--- src/cache_defines.svh ---
// Cache geometry macros: address, line, offset, index, tag and byte-enable widths.
`ifndef CACHE_DEFINES_SVH
`define CACHE_DEFINES_SVH

// Byte address from the CPU and to memory.
`define CACHE_ADDR_W   32

// One cache line, moved whole on both ports.
`define CACHE_LINE_W   256

// Byte offset inside a line.
`define CACHE_OFFSET_W 5

// Set index, 8 sets.
`define CACHE_INDEX_W  3

// Whatever is left of the address is tag.
`define CACHE_TAG_W    (`CACHE_ADDR_W - `CACHE_INDEX_W - `CACHE_OFFSET_W)

// One enable bit per byte of a line.
`define CACHE_MBE_W    (`CACHE_LINE_W / 8)

`endif

--- src/cache_pkg.sv ---
// Cache package: line, tag, index and byte-enable types, and the datapath mux selects.
package cache_pkg;

`include "cache_defines.svh"

    //////////////////////////////
    // Payload types
    //////////////////////////////

    typedef logic [`CACHE_LINE_W-1:0]  line_t;
    typedef logic [`CACHE_TAG_W-1:0]   tag_t;
    typedef logic [`CACHE_INDEX_W-1:0] index_t;
    typedef logic [`CACHE_MBE_W-1:0]   mbe_t;

    //////////////////////////////
    // Mux selects
    //////////////////////////////

    typedef enum logic {
        dimux_cpu_wdata,               // CPU write data.
        dimux_pmem_rdata               // Line read from memory.
    } dimux_sel_t;

    typedef enum logic {
        domux_way0,
        domux_way1
    } domux_sel_t;

    typedef enum logic [1:0] {
        wemux_zeros,                   // No byte written.
        wemux_mbe,                     // CPU byte enables.
        wemux_ones                     // Whole line.
    } wemux_sel_t;

    typedef enum logic [1:0] {
        addrmux_cpu,                   // Line address of the request.
        addrmux_way0,                  // Victim address from the way 0 tag.
        addrmux_way1                   // Victim address from the way 1 tag.
    } addrmux_sel_t;

endpackage

--- src/cache_ctrl_if.sv ---
// Control/datapath interface: set status to the FSM, selects and array loads back.
`timescale 1ns/1ps

interface cache_ctrl_if;

    // Status of the addressed set.
    logic       lru;                   // 1 means way 1 is the victim.
    logic [1:0] valid;
    logic [1:0] dirty;
    logic [1:0] cmp;                   // Stored tag equals address tag.

    // Mux selects.
    cache_pkg::dimux_sel_t   dimux_sel;
    cache_pkg::domux_sel_t   domux_sel;
    cache_pkg::wemux_sel_t   wemux_sel [2];
    cache_pkg::addrmux_sel_t addrmux_sel;

    // Array loads and the values they write.
    logic       lru_load;
    logic [1:0] valid_load;
    logic [1:0] dirty_load;
    logic [1:0] tag_load;
    logic       lru_val;
    logic [1:0] valid_val;
    logic [1:0] dirty_val;

    modport ctrl (
        input  lru, valid, dirty, cmp,
        output dimux_sel, domux_sel, wemux_sel, addrmux_sel,
        output lru_load, valid_load, dirty_load, tag_load,
        output lru_val, valid_val, dirty_val
    );

    modport dp (
        output lru, valid, dirty, cmp,
        input  dimux_sel, domux_sel, wemux_sel, addrmux_sel,
        input  lru_load, valid_load, dirty_load, tag_load,
        input  lru_val, valid_val, dirty_val
    );

endinterface

--- src/cache_control.sv ---
// Cache control FSM: hit check, write-back of a dirty victim, and line refill.
`timescale 1ns/1ps

module cache_control (
    input  logic       clk,
    input  logic       rst,
    cache_ctrl_if.ctrl ctrl,
    input  logic       mem_read_i,
    input  logic       mem_write_i,
    output logic       mem_resp_o,
    input  logic       pmem_resp_i,
    output logic       pmem_read_o,
    output logic       pmem_write_o
);

    typedef enum logic [1:0] {
        st_hit_check,
        st_write_back,
        st_read_back
    } state_t;

    state_t     state;
    state_t     next_state;
    logic [1:0] hit;
    logic       hit_way;
    logic       request;

    assign request = mem_read_i | mem_write_i;
    assign hit     = ctrl.valid & ctrl.cmp;  // A way hits only when valid.
    assign hit_way = hit[1];

    //////////////////////////////
    // Outputs
    //////////////////////////////

    always_comb
    begin
        // Idle values, nothing written.
        ctrl.dimux_sel    = cache_pkg::dimux_cpu_wdata;
        ctrl.domux_sel    = cache_pkg::domux_way0;
        ctrl.wemux_sel[0] = cache_pkg::wemux_zeros;
        ctrl.wemux_sel[1] = cache_pkg::wemux_zeros;
        ctrl.addrmux_sel  = cache_pkg::addrmux_cpu;
        ctrl.lru_load     = 1'b0;
        ctrl.lru_val      = 1'b0;
        ctrl.valid_load   = 2'b00;
        ctrl.valid_val    = 2'b00;
        ctrl.dirty_load   = 2'b00;
        ctrl.dirty_val    = 2'b00;
        ctrl.tag_load     = 2'b00;
        mem_resp_o        = 1'b0;
        pmem_read_o       = 1'b0;
        pmem_write_o      = 1'b0;

        case (state)
            st_hit_check:
            begin
                if (request && (hit != 2'b00))
                begin
                    mem_resp_o     = 1'b1;
                    ctrl.lru_load  = 1'b1;
                    ctrl.lru_val   = hit[0];           // Victim is the other way.
                    ctrl.domux_sel = cache_pkg::domux_sel_t'(hit_way);
                    if (mem_write_i)
                    begin
                        ctrl.dimux_sel          = cache_pkg::dimux_cpu_wdata;
                        ctrl.wemux_sel[hit_way] = cache_pkg::wemux_mbe;
                        ctrl.dirty_load[hit_way] = 1'b1;
                        ctrl.dirty_val[hit_way]  = 1'b1;
                    end
                end
            end
            st_write_back:
            begin
                pmem_write_o   = 1'b1;
                ctrl.domux_sel = cache_pkg::domux_sel_t'(ctrl.lru);
                ctrl.addrmux_sel = ctrl.lru ? cache_pkg::addrmux_way1 : cache_pkg::addrmux_way0;
            end
            st_read_back:
            begin
                pmem_read_o    = 1'b1;
                ctrl.dimux_sel = cache_pkg::dimux_pmem_rdata;
                // Fill the victim in the cycle the line arrives.
                if (pmem_resp_i)
                begin
                    ctrl.wemux_sel[ctrl.lru]  = cache_pkg::wemux_ones;
                    ctrl.tag_load[ctrl.lru]   = 1'b1;
                    ctrl.valid_load[ctrl.lru] = 1'b1;
                    ctrl.valid_val[ctrl.lru]  = 1'b1;
                    ctrl.dirty_load[ctrl.lru] = 1'b1;
                    ctrl.dirty_val[ctrl.lru]  = 1'b0;
                end
            end
            default:
            begin
            end
        endcase
    end

    //////////////////////////////
    // Next state
    //////////////////////////////

    always_comb
    begin
        next_state = state;
        case (state)
            st_hit_check:
            begin
                if (request && (hit == 2'b00))
                begin
                    // A dirty victim goes to memory before the refill.
                    if (ctrl.valid[ctrl.lru] && ctrl.dirty[ctrl.lru])
                        next_state = st_write_back;
                    else
                        next_state = st_read_back;
                end
            end
            st_write_back:
            begin
                if (pmem_resp_i)
                    next_state = st_read_back;
            end
            st_read_back:
            begin
                if (pmem_resp_i)
                    next_state = st_hit_check;     // Request then hits.
            end
            default:
            begin
                next_state = st_hit_check;
            end
        endcase
    end

    always_ff @(posedge clk)
    begin
        if (rst)
            state <= st_hit_check;
        else
            state <= next_state;
    end

endmodule

--- src/flat_wrapper.sv ---
// flat-port wrapper written by rule: the top's interface ports become plain ports
module cache_control_flat 
  (clk, rst, mem_read_i, mem_write_i, mem_resp_o, pmem_resp_i, pmem_read_o, pmem_write_o, ctrl_lru, ctrl_valid, ctrl_dirty, ctrl_cmp, ctrl_dimux_sel, ctrl_domux_sel, ctrl_wemux_sel, ctrl_addrmux_sel, ctrl_lru_load, ctrl_valid_load, ctrl_dirty_load, ctrl_tag_load, ctrl_lru_val, ctrl_valid_val, ctrl_dirty_val);
  cache_ctrl_if ctrl_i ();
  input  logic clk;
  input  logic rst;
  input  logic mem_read_i;
  input  logic mem_write_i;
  output logic mem_resp_o;
  input  logic pmem_resp_i;
  output logic pmem_read_o;
  output logic pmem_write_o;
  input wire logic [$bits(ctrl_i.lru)-1:0] ctrl_lru;
  input wire logic [$bits(ctrl_i.valid)-1:0] ctrl_valid;
  input wire logic [$bits(ctrl_i.dirty)-1:0] ctrl_dirty;
  input wire logic [$bits(ctrl_i.cmp)-1:0] ctrl_cmp;
  output wire logic [$bits(ctrl_i.dimux_sel)-1:0] ctrl_dimux_sel;
  output wire logic [$bits(ctrl_i.domux_sel)-1:0] ctrl_domux_sel;
  output wire logic [$bits(ctrl_i.wemux_sel)-1:0] ctrl_wemux_sel;
  output wire logic [$bits(ctrl_i.addrmux_sel)-1:0] ctrl_addrmux_sel;
  output wire logic [$bits(ctrl_i.lru_load)-1:0] ctrl_lru_load;
  output wire logic [$bits(ctrl_i.valid_load)-1:0] ctrl_valid_load;
  output wire logic [$bits(ctrl_i.dirty_load)-1:0] ctrl_dirty_load;
  output wire logic [$bits(ctrl_i.tag_load)-1:0] ctrl_tag_load;
  output wire logic [$bits(ctrl_i.lru_val)-1:0] ctrl_lru_val;
  output wire logic [$bits(ctrl_i.valid_val)-1:0] ctrl_valid_val;
  output wire logic [$bits(ctrl_i.dirty_val)-1:0] ctrl_dirty_val;
  assign ctrl_i.lru = ctrl_lru;
  assign ctrl_i.valid = ctrl_valid;
  assign ctrl_i.dirty = ctrl_dirty;
  assign ctrl_i.cmp = ctrl_cmp;
  assign ctrl_dimux_sel = ctrl_i.dimux_sel;
  assign ctrl_domux_sel = ctrl_i.domux_sel;
  assign ctrl_wemux_sel = {>>{ctrl_i.wemux_sel}};
  assign ctrl_addrmux_sel = ctrl_i.addrmux_sel;
  assign ctrl_lru_load = ctrl_i.lru_load;
  assign ctrl_valid_load = ctrl_i.valid_load;
  assign ctrl_dirty_load = ctrl_i.dirty_load;
  assign ctrl_tag_load = ctrl_i.tag_load;
  assign ctrl_lru_val = ctrl_i.lru_val;
  assign ctrl_valid_val = ctrl_i.valid_val;
  assign ctrl_dirty_val = ctrl_i.dirty_val;
  cache_control u_core (.clk(clk), .rst(rst), .ctrl(ctrl_i), .mem_read_i(mem_read_i), .mem_write_i(mem_write_i), .mem_resp_o(mem_resp_o), .pmem_resp_i(pmem_resp_i), .pmem_read_o(pmem_read_o), .pmem_write_o(pmem_write_o));
endmodule
--- config.mk ---
export PLATFORM = sky130hd
export DESIGN_NAME = cache_control_flat
export DESIGN_NICKNAME = d
export VERILOG_FILES = /design/src/cache_pkg.sv /design/src/cache_ctrl_if.sv /design/src/cache_control.sv /design/src/flat_wrapper.sv
export VERILOG_INCLUDE_DIRS = /design/src /design/src/src
export SDC_FILE = /design/constraint.sdc
export NUM_CORES = 1
export LEC_CHECK = 0
export BUFFER_PORTS_ARGS = -buffer_cell sky130_fd_sc_hd__buf_2
export CAP_MARGIN = 25
export CORE_AREA = 5 5 42 44
export DETAILED_ROUTE_END_ITERATION = 8
export DIE_AREA = 0 0 47 49
export PLACE_DENSITY = 0.61
export SLEW_MARGIN = 0
export SYNTH_ARGS = -nofsm -noshare
export SYNTH_HDL_FRONTEND = slang
export SYNTH_SLANG_ARGS = --single-unit
export TNS_END_PERCENT = 10
--- constraint.sdc ---
create_clock -name clk -period 4.5 [get_ports clk]
set_clock_uncertainty 0.1 [all_clocks]
set_input_delay 1.125 -clock clk [delete_from_list [all_inputs] [get_ports clk]]
set_output_delay 1.125 -clock clk [all_outputs]
set_load 0.01 [all_outputs]
==> results of run 1 <==
per-stage QoR:
| stage | power [mW] | setup WS [ns] | util, % | cell area, sq um | std cells |
|---|---|---|---|---|---|
| floorplan | 0.0549 | 1.25 | - | 315 | 46 |
| global placement | 0.0697 | 1.20 | 31.0 | 434 | 87 |
| detailed placement | 0.0699 | 1.18 | 31.0 | 434 | 87 |
| CTS | 0.113 | 1.17 | 32.6 | 457 | 90 |
| global route | 0.120 | 1.13 | 32.6 | 457 | 90 |
| finish | 0.110 | 1.18 | 32.6 | 457 | 90 |
critical path, stage by stage:
cell and delay (ns):
buf_2 0.10, a22oi_1 0.10, or3_4 0.37, nor2_1 0.17
or2_1 0.12, buf_2 0.12
power by group through the flow:
| stage | registers [mW] | logic [mW] | clock network (mW) |
|---|---|---|---|
| after floorplan | 0.0214 | 0.0335 | 0 |
| final | 0.0226 | 0.0468 | 0.0403 |
| after global placement | 0.0227 | 0.0470 | 0 |
| after detailed placement | 0.0227 | 0.0472 | 0 |
| after CTS | 0.0225 | 0.0474 | 0.0430 |
| after global routing | 0.0227 | 0.0518 | 0.0456 |
final cells by class:
type | count | area (sq um) | area share (%)
tap | 16 | 20.0 | 4.38
timing repair buffer | 34 | 170 | 37.3
sequential | 2 | 40.0 | 8.77
multi-input combinational | 35 | 204 | 44.7
clock buffer | 3 | 22.5 | 4.93
synth_stat cells, drive strengths merged, types with 2 or more instances:
| cell | n |
|---|---|
| and3 | 3 |
| buf | 9 |
| dfxtp | 2 |
| nand2 | 4 |
| nor2 | 8 |
| nor2b | 4 |
| nor3 | 3 |
| or2 | 2 |
layer usage:
metal / vias up / track usage [%] / wire, um
li1: 209 / - / -
met4: 0 / 8.29 / 0
met5: - / 0 / 0
met3: 0 / 2.58 / 196
met2: 32 / 11.3 / 389
met1: 175 / 8.75 / 368
worst paths after layout:
check / cells after the start / slack (ns) / from / endpoint
worst max-delay path: 6 / 1.18 / ctrl_valid[1] / ctrl_dirty_load[0]
worst min-delay path: 1 / 0.47 / u_core.state[1] / u_core.state[0]
worst max register to register: 3 / 3.24 / u_core.state[0] / u_core.state[1]
worst min register to register: 1 / 0.47 / u_core.state[1] / u_core.state[0]
logic make-up after synthesis:
family / share of synthesized area, %
DFF: 12.7
and+or+nand+nor: 54.0
AOI/OAI and AO/OA: 10.7
buffers and inverters: 22.6
==> impl_metrics.yaml, run 1 <==
synth:
  syn_area_per_cell_sq_um: 6.85
  yosysUniqueCellTypes: 22
  synth_ff_type: "dfxtp_1"
  synth.cell_area_sq_um: 315
  synth-seq-cells: 2
  syn_nets: 58
  synthCells: 46
  synthTopCellsByArea: "buf_4 19%, dfxtp_1 13%, nor2_1 8.3%"
  yosysTopAreaCell: "buf_4"
  synth_edf_count: 0
  synthArstFlopShare_pct: 0
  ys_seq_area_share_pct: 12.7
  yosysTopAreaCellShare_pct: 19.0
  synth_warnings: 0
setup_path:
  cp-start-kind: "primary input"
  worstPathArrival_ns: 2.10
  crit_required_ns: 3.27
  crit_type: "primary input to primary output"
  path_max_fanout: 3
  end_kind: "primary output"
drt:
  first_pass_iters: 4
  ant_nets: 0
  drc_errors: 0
  dr_total_vias: 416
  viasPerCell: 4.62
  wirelength_um: 954
  detail_route.wl_per_cell_um: 10.6
  drt_iter0_drc: 8
clocking:
  cts_buffer_depth: 2
  cts_root_buf: "clkbuf_4"
  cts_tree: "yes"
  cts_buffers: 3
  cts_setup_buffers: 0
  cts_sinks: 2
  ctsResizeCount: 0
  worstSkewPairLatency_ns: 0.22
  cts-htree-levels: 1
  holdBufCountCts: 0
  path_clk_slew_ns: 0.03
floorplan:
  dieArea_sq_um: 2300
  rows: 14
  io_pins: 35
  start_util_pct: 22.5
  die-width_um: 47
  die_y_um: 49
  core_sq_um: 1400
placed_design:
  dp_hpwl_um: 802
  gp_congestion: 0.695
  port-buffer-count: 34
sta:
  final-hold-violation-count: 0
  setup_tns_ns: 0
  holdWs_ns: 0.474
  max_slew.worst_pin.slew_ns: 0.428
  period_share_pct: 73.9
  max_freq_mhz: 301
  maxSlewHeadroom_pct: 71.1
  min_period_ns: 3.32
  grt_setup_unrepaired: "no"
  drv_slew: 0
  finalSetupViolCount: 0
power_and_ir_drop:
  cellLeakagePower_nw: 0.282
  p_int_uw: 70.7
  clockPowerShare_pct: 36.7
  power_density_nw_per_um2: 240
  power_frac_comb_pct: 42.7
  seqPwrFrac_pct: 20.6
  peakVddDrop_mv: 0.0784
  swShare_pct: 35.6
  switching_power_uw: 39.1
job:
  maxCapViolCount: 0
global_route:
  gr-total-overflow: 0
  first_global_vias: 321
  grt_pass1_wl_um: 1280
  track_usage_pct: 8.09
  antenna_found_initial: 0
  grt_max_degree: 11
layout:
  layout_common_cells: "34 x buf_2, 7 x nor2_1, 4 x nand2_1"
  layout.nets: 88
  reg_top3: "u_core.state (2)"
  drive_gt1_share_pct: 54.1
  n_fill_cell: 174
  diodes: 0
  final_common_cell: "buf_2"
  largest_reg_flops: 2
  syn2layout_area_growth_pct: 44.8
  top_register: "u_core.state"
hold_path:
  hp-class: "flip-flop to flip-flop"
outcome:
  status: "complete, no violations"
Power figures use the tool's default switching activity.
==> run 2: changes to the inputs <==
- clock period: 4.5 -> 3.2 ns (I/O delays scaled with it)
==> impl_metrics.yaml, run 2 (synthesized netlist as in run 1, its figures left out) <==
drt:
  wirelength_um: 944
  drc_errors: 0
  ant_nets: 0
  drt_iter0_drc: 5
  first_pass_iters: 4
  dr_total_vias: 417
  detail_route.wl_per_cell_um: 10.5
  viasPerCell: 4.63
setup_path:
  cp_slowest_stage_delay_ns: 0.37
  cp-start-kind: "primary input"
  path_max_fanout: 3
  cpMostUsedCell: "buf_2"
  cp.buffers_inverters: 2
  critPathTopFamily: "simple AND/OR/NAND/NOR gates"
  crit_required_ns: 2.30
  worstPathArrival_ns: 1.78
  crit_chain: "buf_2 > a22oi_1 > or3_4 > nor2_1 > or2_1 > buf_2"
  crit_slowest_cell: "or3_4"
  end_kind: "primary output"
  crit_type: "primary input to primary output"
job:
  maxCapViolCount: 0
sta:
  final-hold-violation-count: 0
  period_share_pct: 83.7
  drv_slew: 0
  setup_tns_ns: 0
  max_slew.worst_pin.slew_ns: 0.428
  min_period_ns: 2.68
  max_freq_mhz: 373
  finalSetupViolCount: 0
  maxSlewHeadroom_pct: 71.0
  grt_setup_unrepaired: "no"
placed_design:
  port-buffer-count: 34
  dpl_cell_area_sq_um: 434
  dp_hpwl_um: 801
  gp_congestion: 0.695
clocking:
  cts_root_buf: "clkbuf_4"
  cts_sinks: 2
  ctsResizeCount: 0
  cts-htree-levels: 1
  cts_buffers: 3
  cts_tree: "yes"
  cts_setup_buffers: 0
  holdBufCountCts: 0
  cts_buffer_depth: 2
  worstSkewPairLatency_ns: 0.23
  path_clk_slew_ns: 0.03
floorplan:
  dieArea_sq_um: 2300
  die-width_um: 47
  core_sq_um: 1400
  rows: 14
  start_util_pct: 22.5
  io_pins: 35
  die_y_um: 49
power_and_ir_drop:
  peakVddDrop_mv: 0.112
  cellLeakagePower_nw: 0.282
  switching_power_uw: 56.4
  swShare_pct: 36.2
  power_density_nw_per_um2: 341
  power_frac_comb_pct: 42.2
  p_int_uw: 99.5
  seqPwrFrac_pct: 20.4
  p_total_uw: 156
  clockPowerShare_pct: 37.4
layout:
  largest_reg_flops: 2
  syn2layout_area_growth_pct: 44.8
  drive_gt1_share_pct: 54.1
  reg_top3: "u_core.state (2)"
  diodes: 0
  design_area_sq_um: 457
  layout.nets: 88
  layout_common_cells: "34 x buf_2, 7 x nor2_1, 4 x nand2_1"
  top_register: "u_core.state"
  final_common_cell: "buf_2"
global_route:
  grt_max_degree: 11
  first_global_vias: 322
  grt_pass1_wl_um: 1290
  gr-total-overflow: 0
  antenna_found_initial: 0
  track_usage_pct: 8.01
hold_path:
  hp-class: "flip-flop to flip-flop"
outcome:
  status: "complete, no violations"
run 2: cell counts in the layout (fill, tap and decap cells not counted):
No cell type changed its count.
run 2: per-stage QoR:
step / setup WS, ns / hold WS [ns] / util (%) / instances
after detailed placement: 0.529 / 0.460 / 31.0 / 87
after floorplan: 0.599 / 0.398 / - / 46
after global placement: 0.545 / 0.453 / 31.0 / 87
final: 0.521 / 0.474 / 32.6 / 90
after CTS: 0.522 / 0.460 / 32.6 / 90
after global routing: 0.478 / 0.488 / 32.6 / 90
run 2: final timing paths:
path | slack (ns) | depth (start not counted) | start | end
worst max-delay path | 0.52 | 6 | ctrl_valid[1] | ctrl_dirty_load[0]
worst max register to register | 1.95 | 3 | u_core.state[0] | u_core.state[1]
worst min register to register | 0.47 | 1 | u_core.state[1] | u_core.state[0]
worst min-delay path | 0.47 | 1 | u_core.state[1] | u_core.state[0]
run 2: power by group through the flow:
| stage | registers (mW) | clock network (mW) | logic, mW |
|---|---|---|---|
| floorplan | 0.0301 | 0 | 0.0471 |
| global placement | 0.0320 | 0 | 0.0660 |
| detailed placement | 0.0320 | 0 | 0.0664 |
| CTS | 0.0316 | 0.0604 | 0.0666 |
| global route | 0.0320 | 0.0653 | 0.0728 |
| finish | 0.0318 | 0.0584 | 0.0658 |
run 2: per-layer routing:
layer | up-vias | track usage, % | part of all wire [%]
met1 | 170 | 9.17 | 38
met2 | 35 | 11.3 | 39
met5 | - | 0 | 0
li1 | 209 | - | -
met3 | 3 | 1.48 | 21
met4 | 0 | 8.29 | 2.4
run 2: final cells by class:
class	instances	area [sq um]
multi-input cells	35	204
fillers	172	945
clock buffers	3	22.5
well taps	16	20.0
flip-flops and latches	2	40.0
repair buffers	34	170
run 2: worst reg2reg max path, stage by stage, from the launching register on:
cell and delay (ns):
dfxtp_1 0.47, nor2b_1 0.23, nor4_1 0.07, a32o_1 0.26
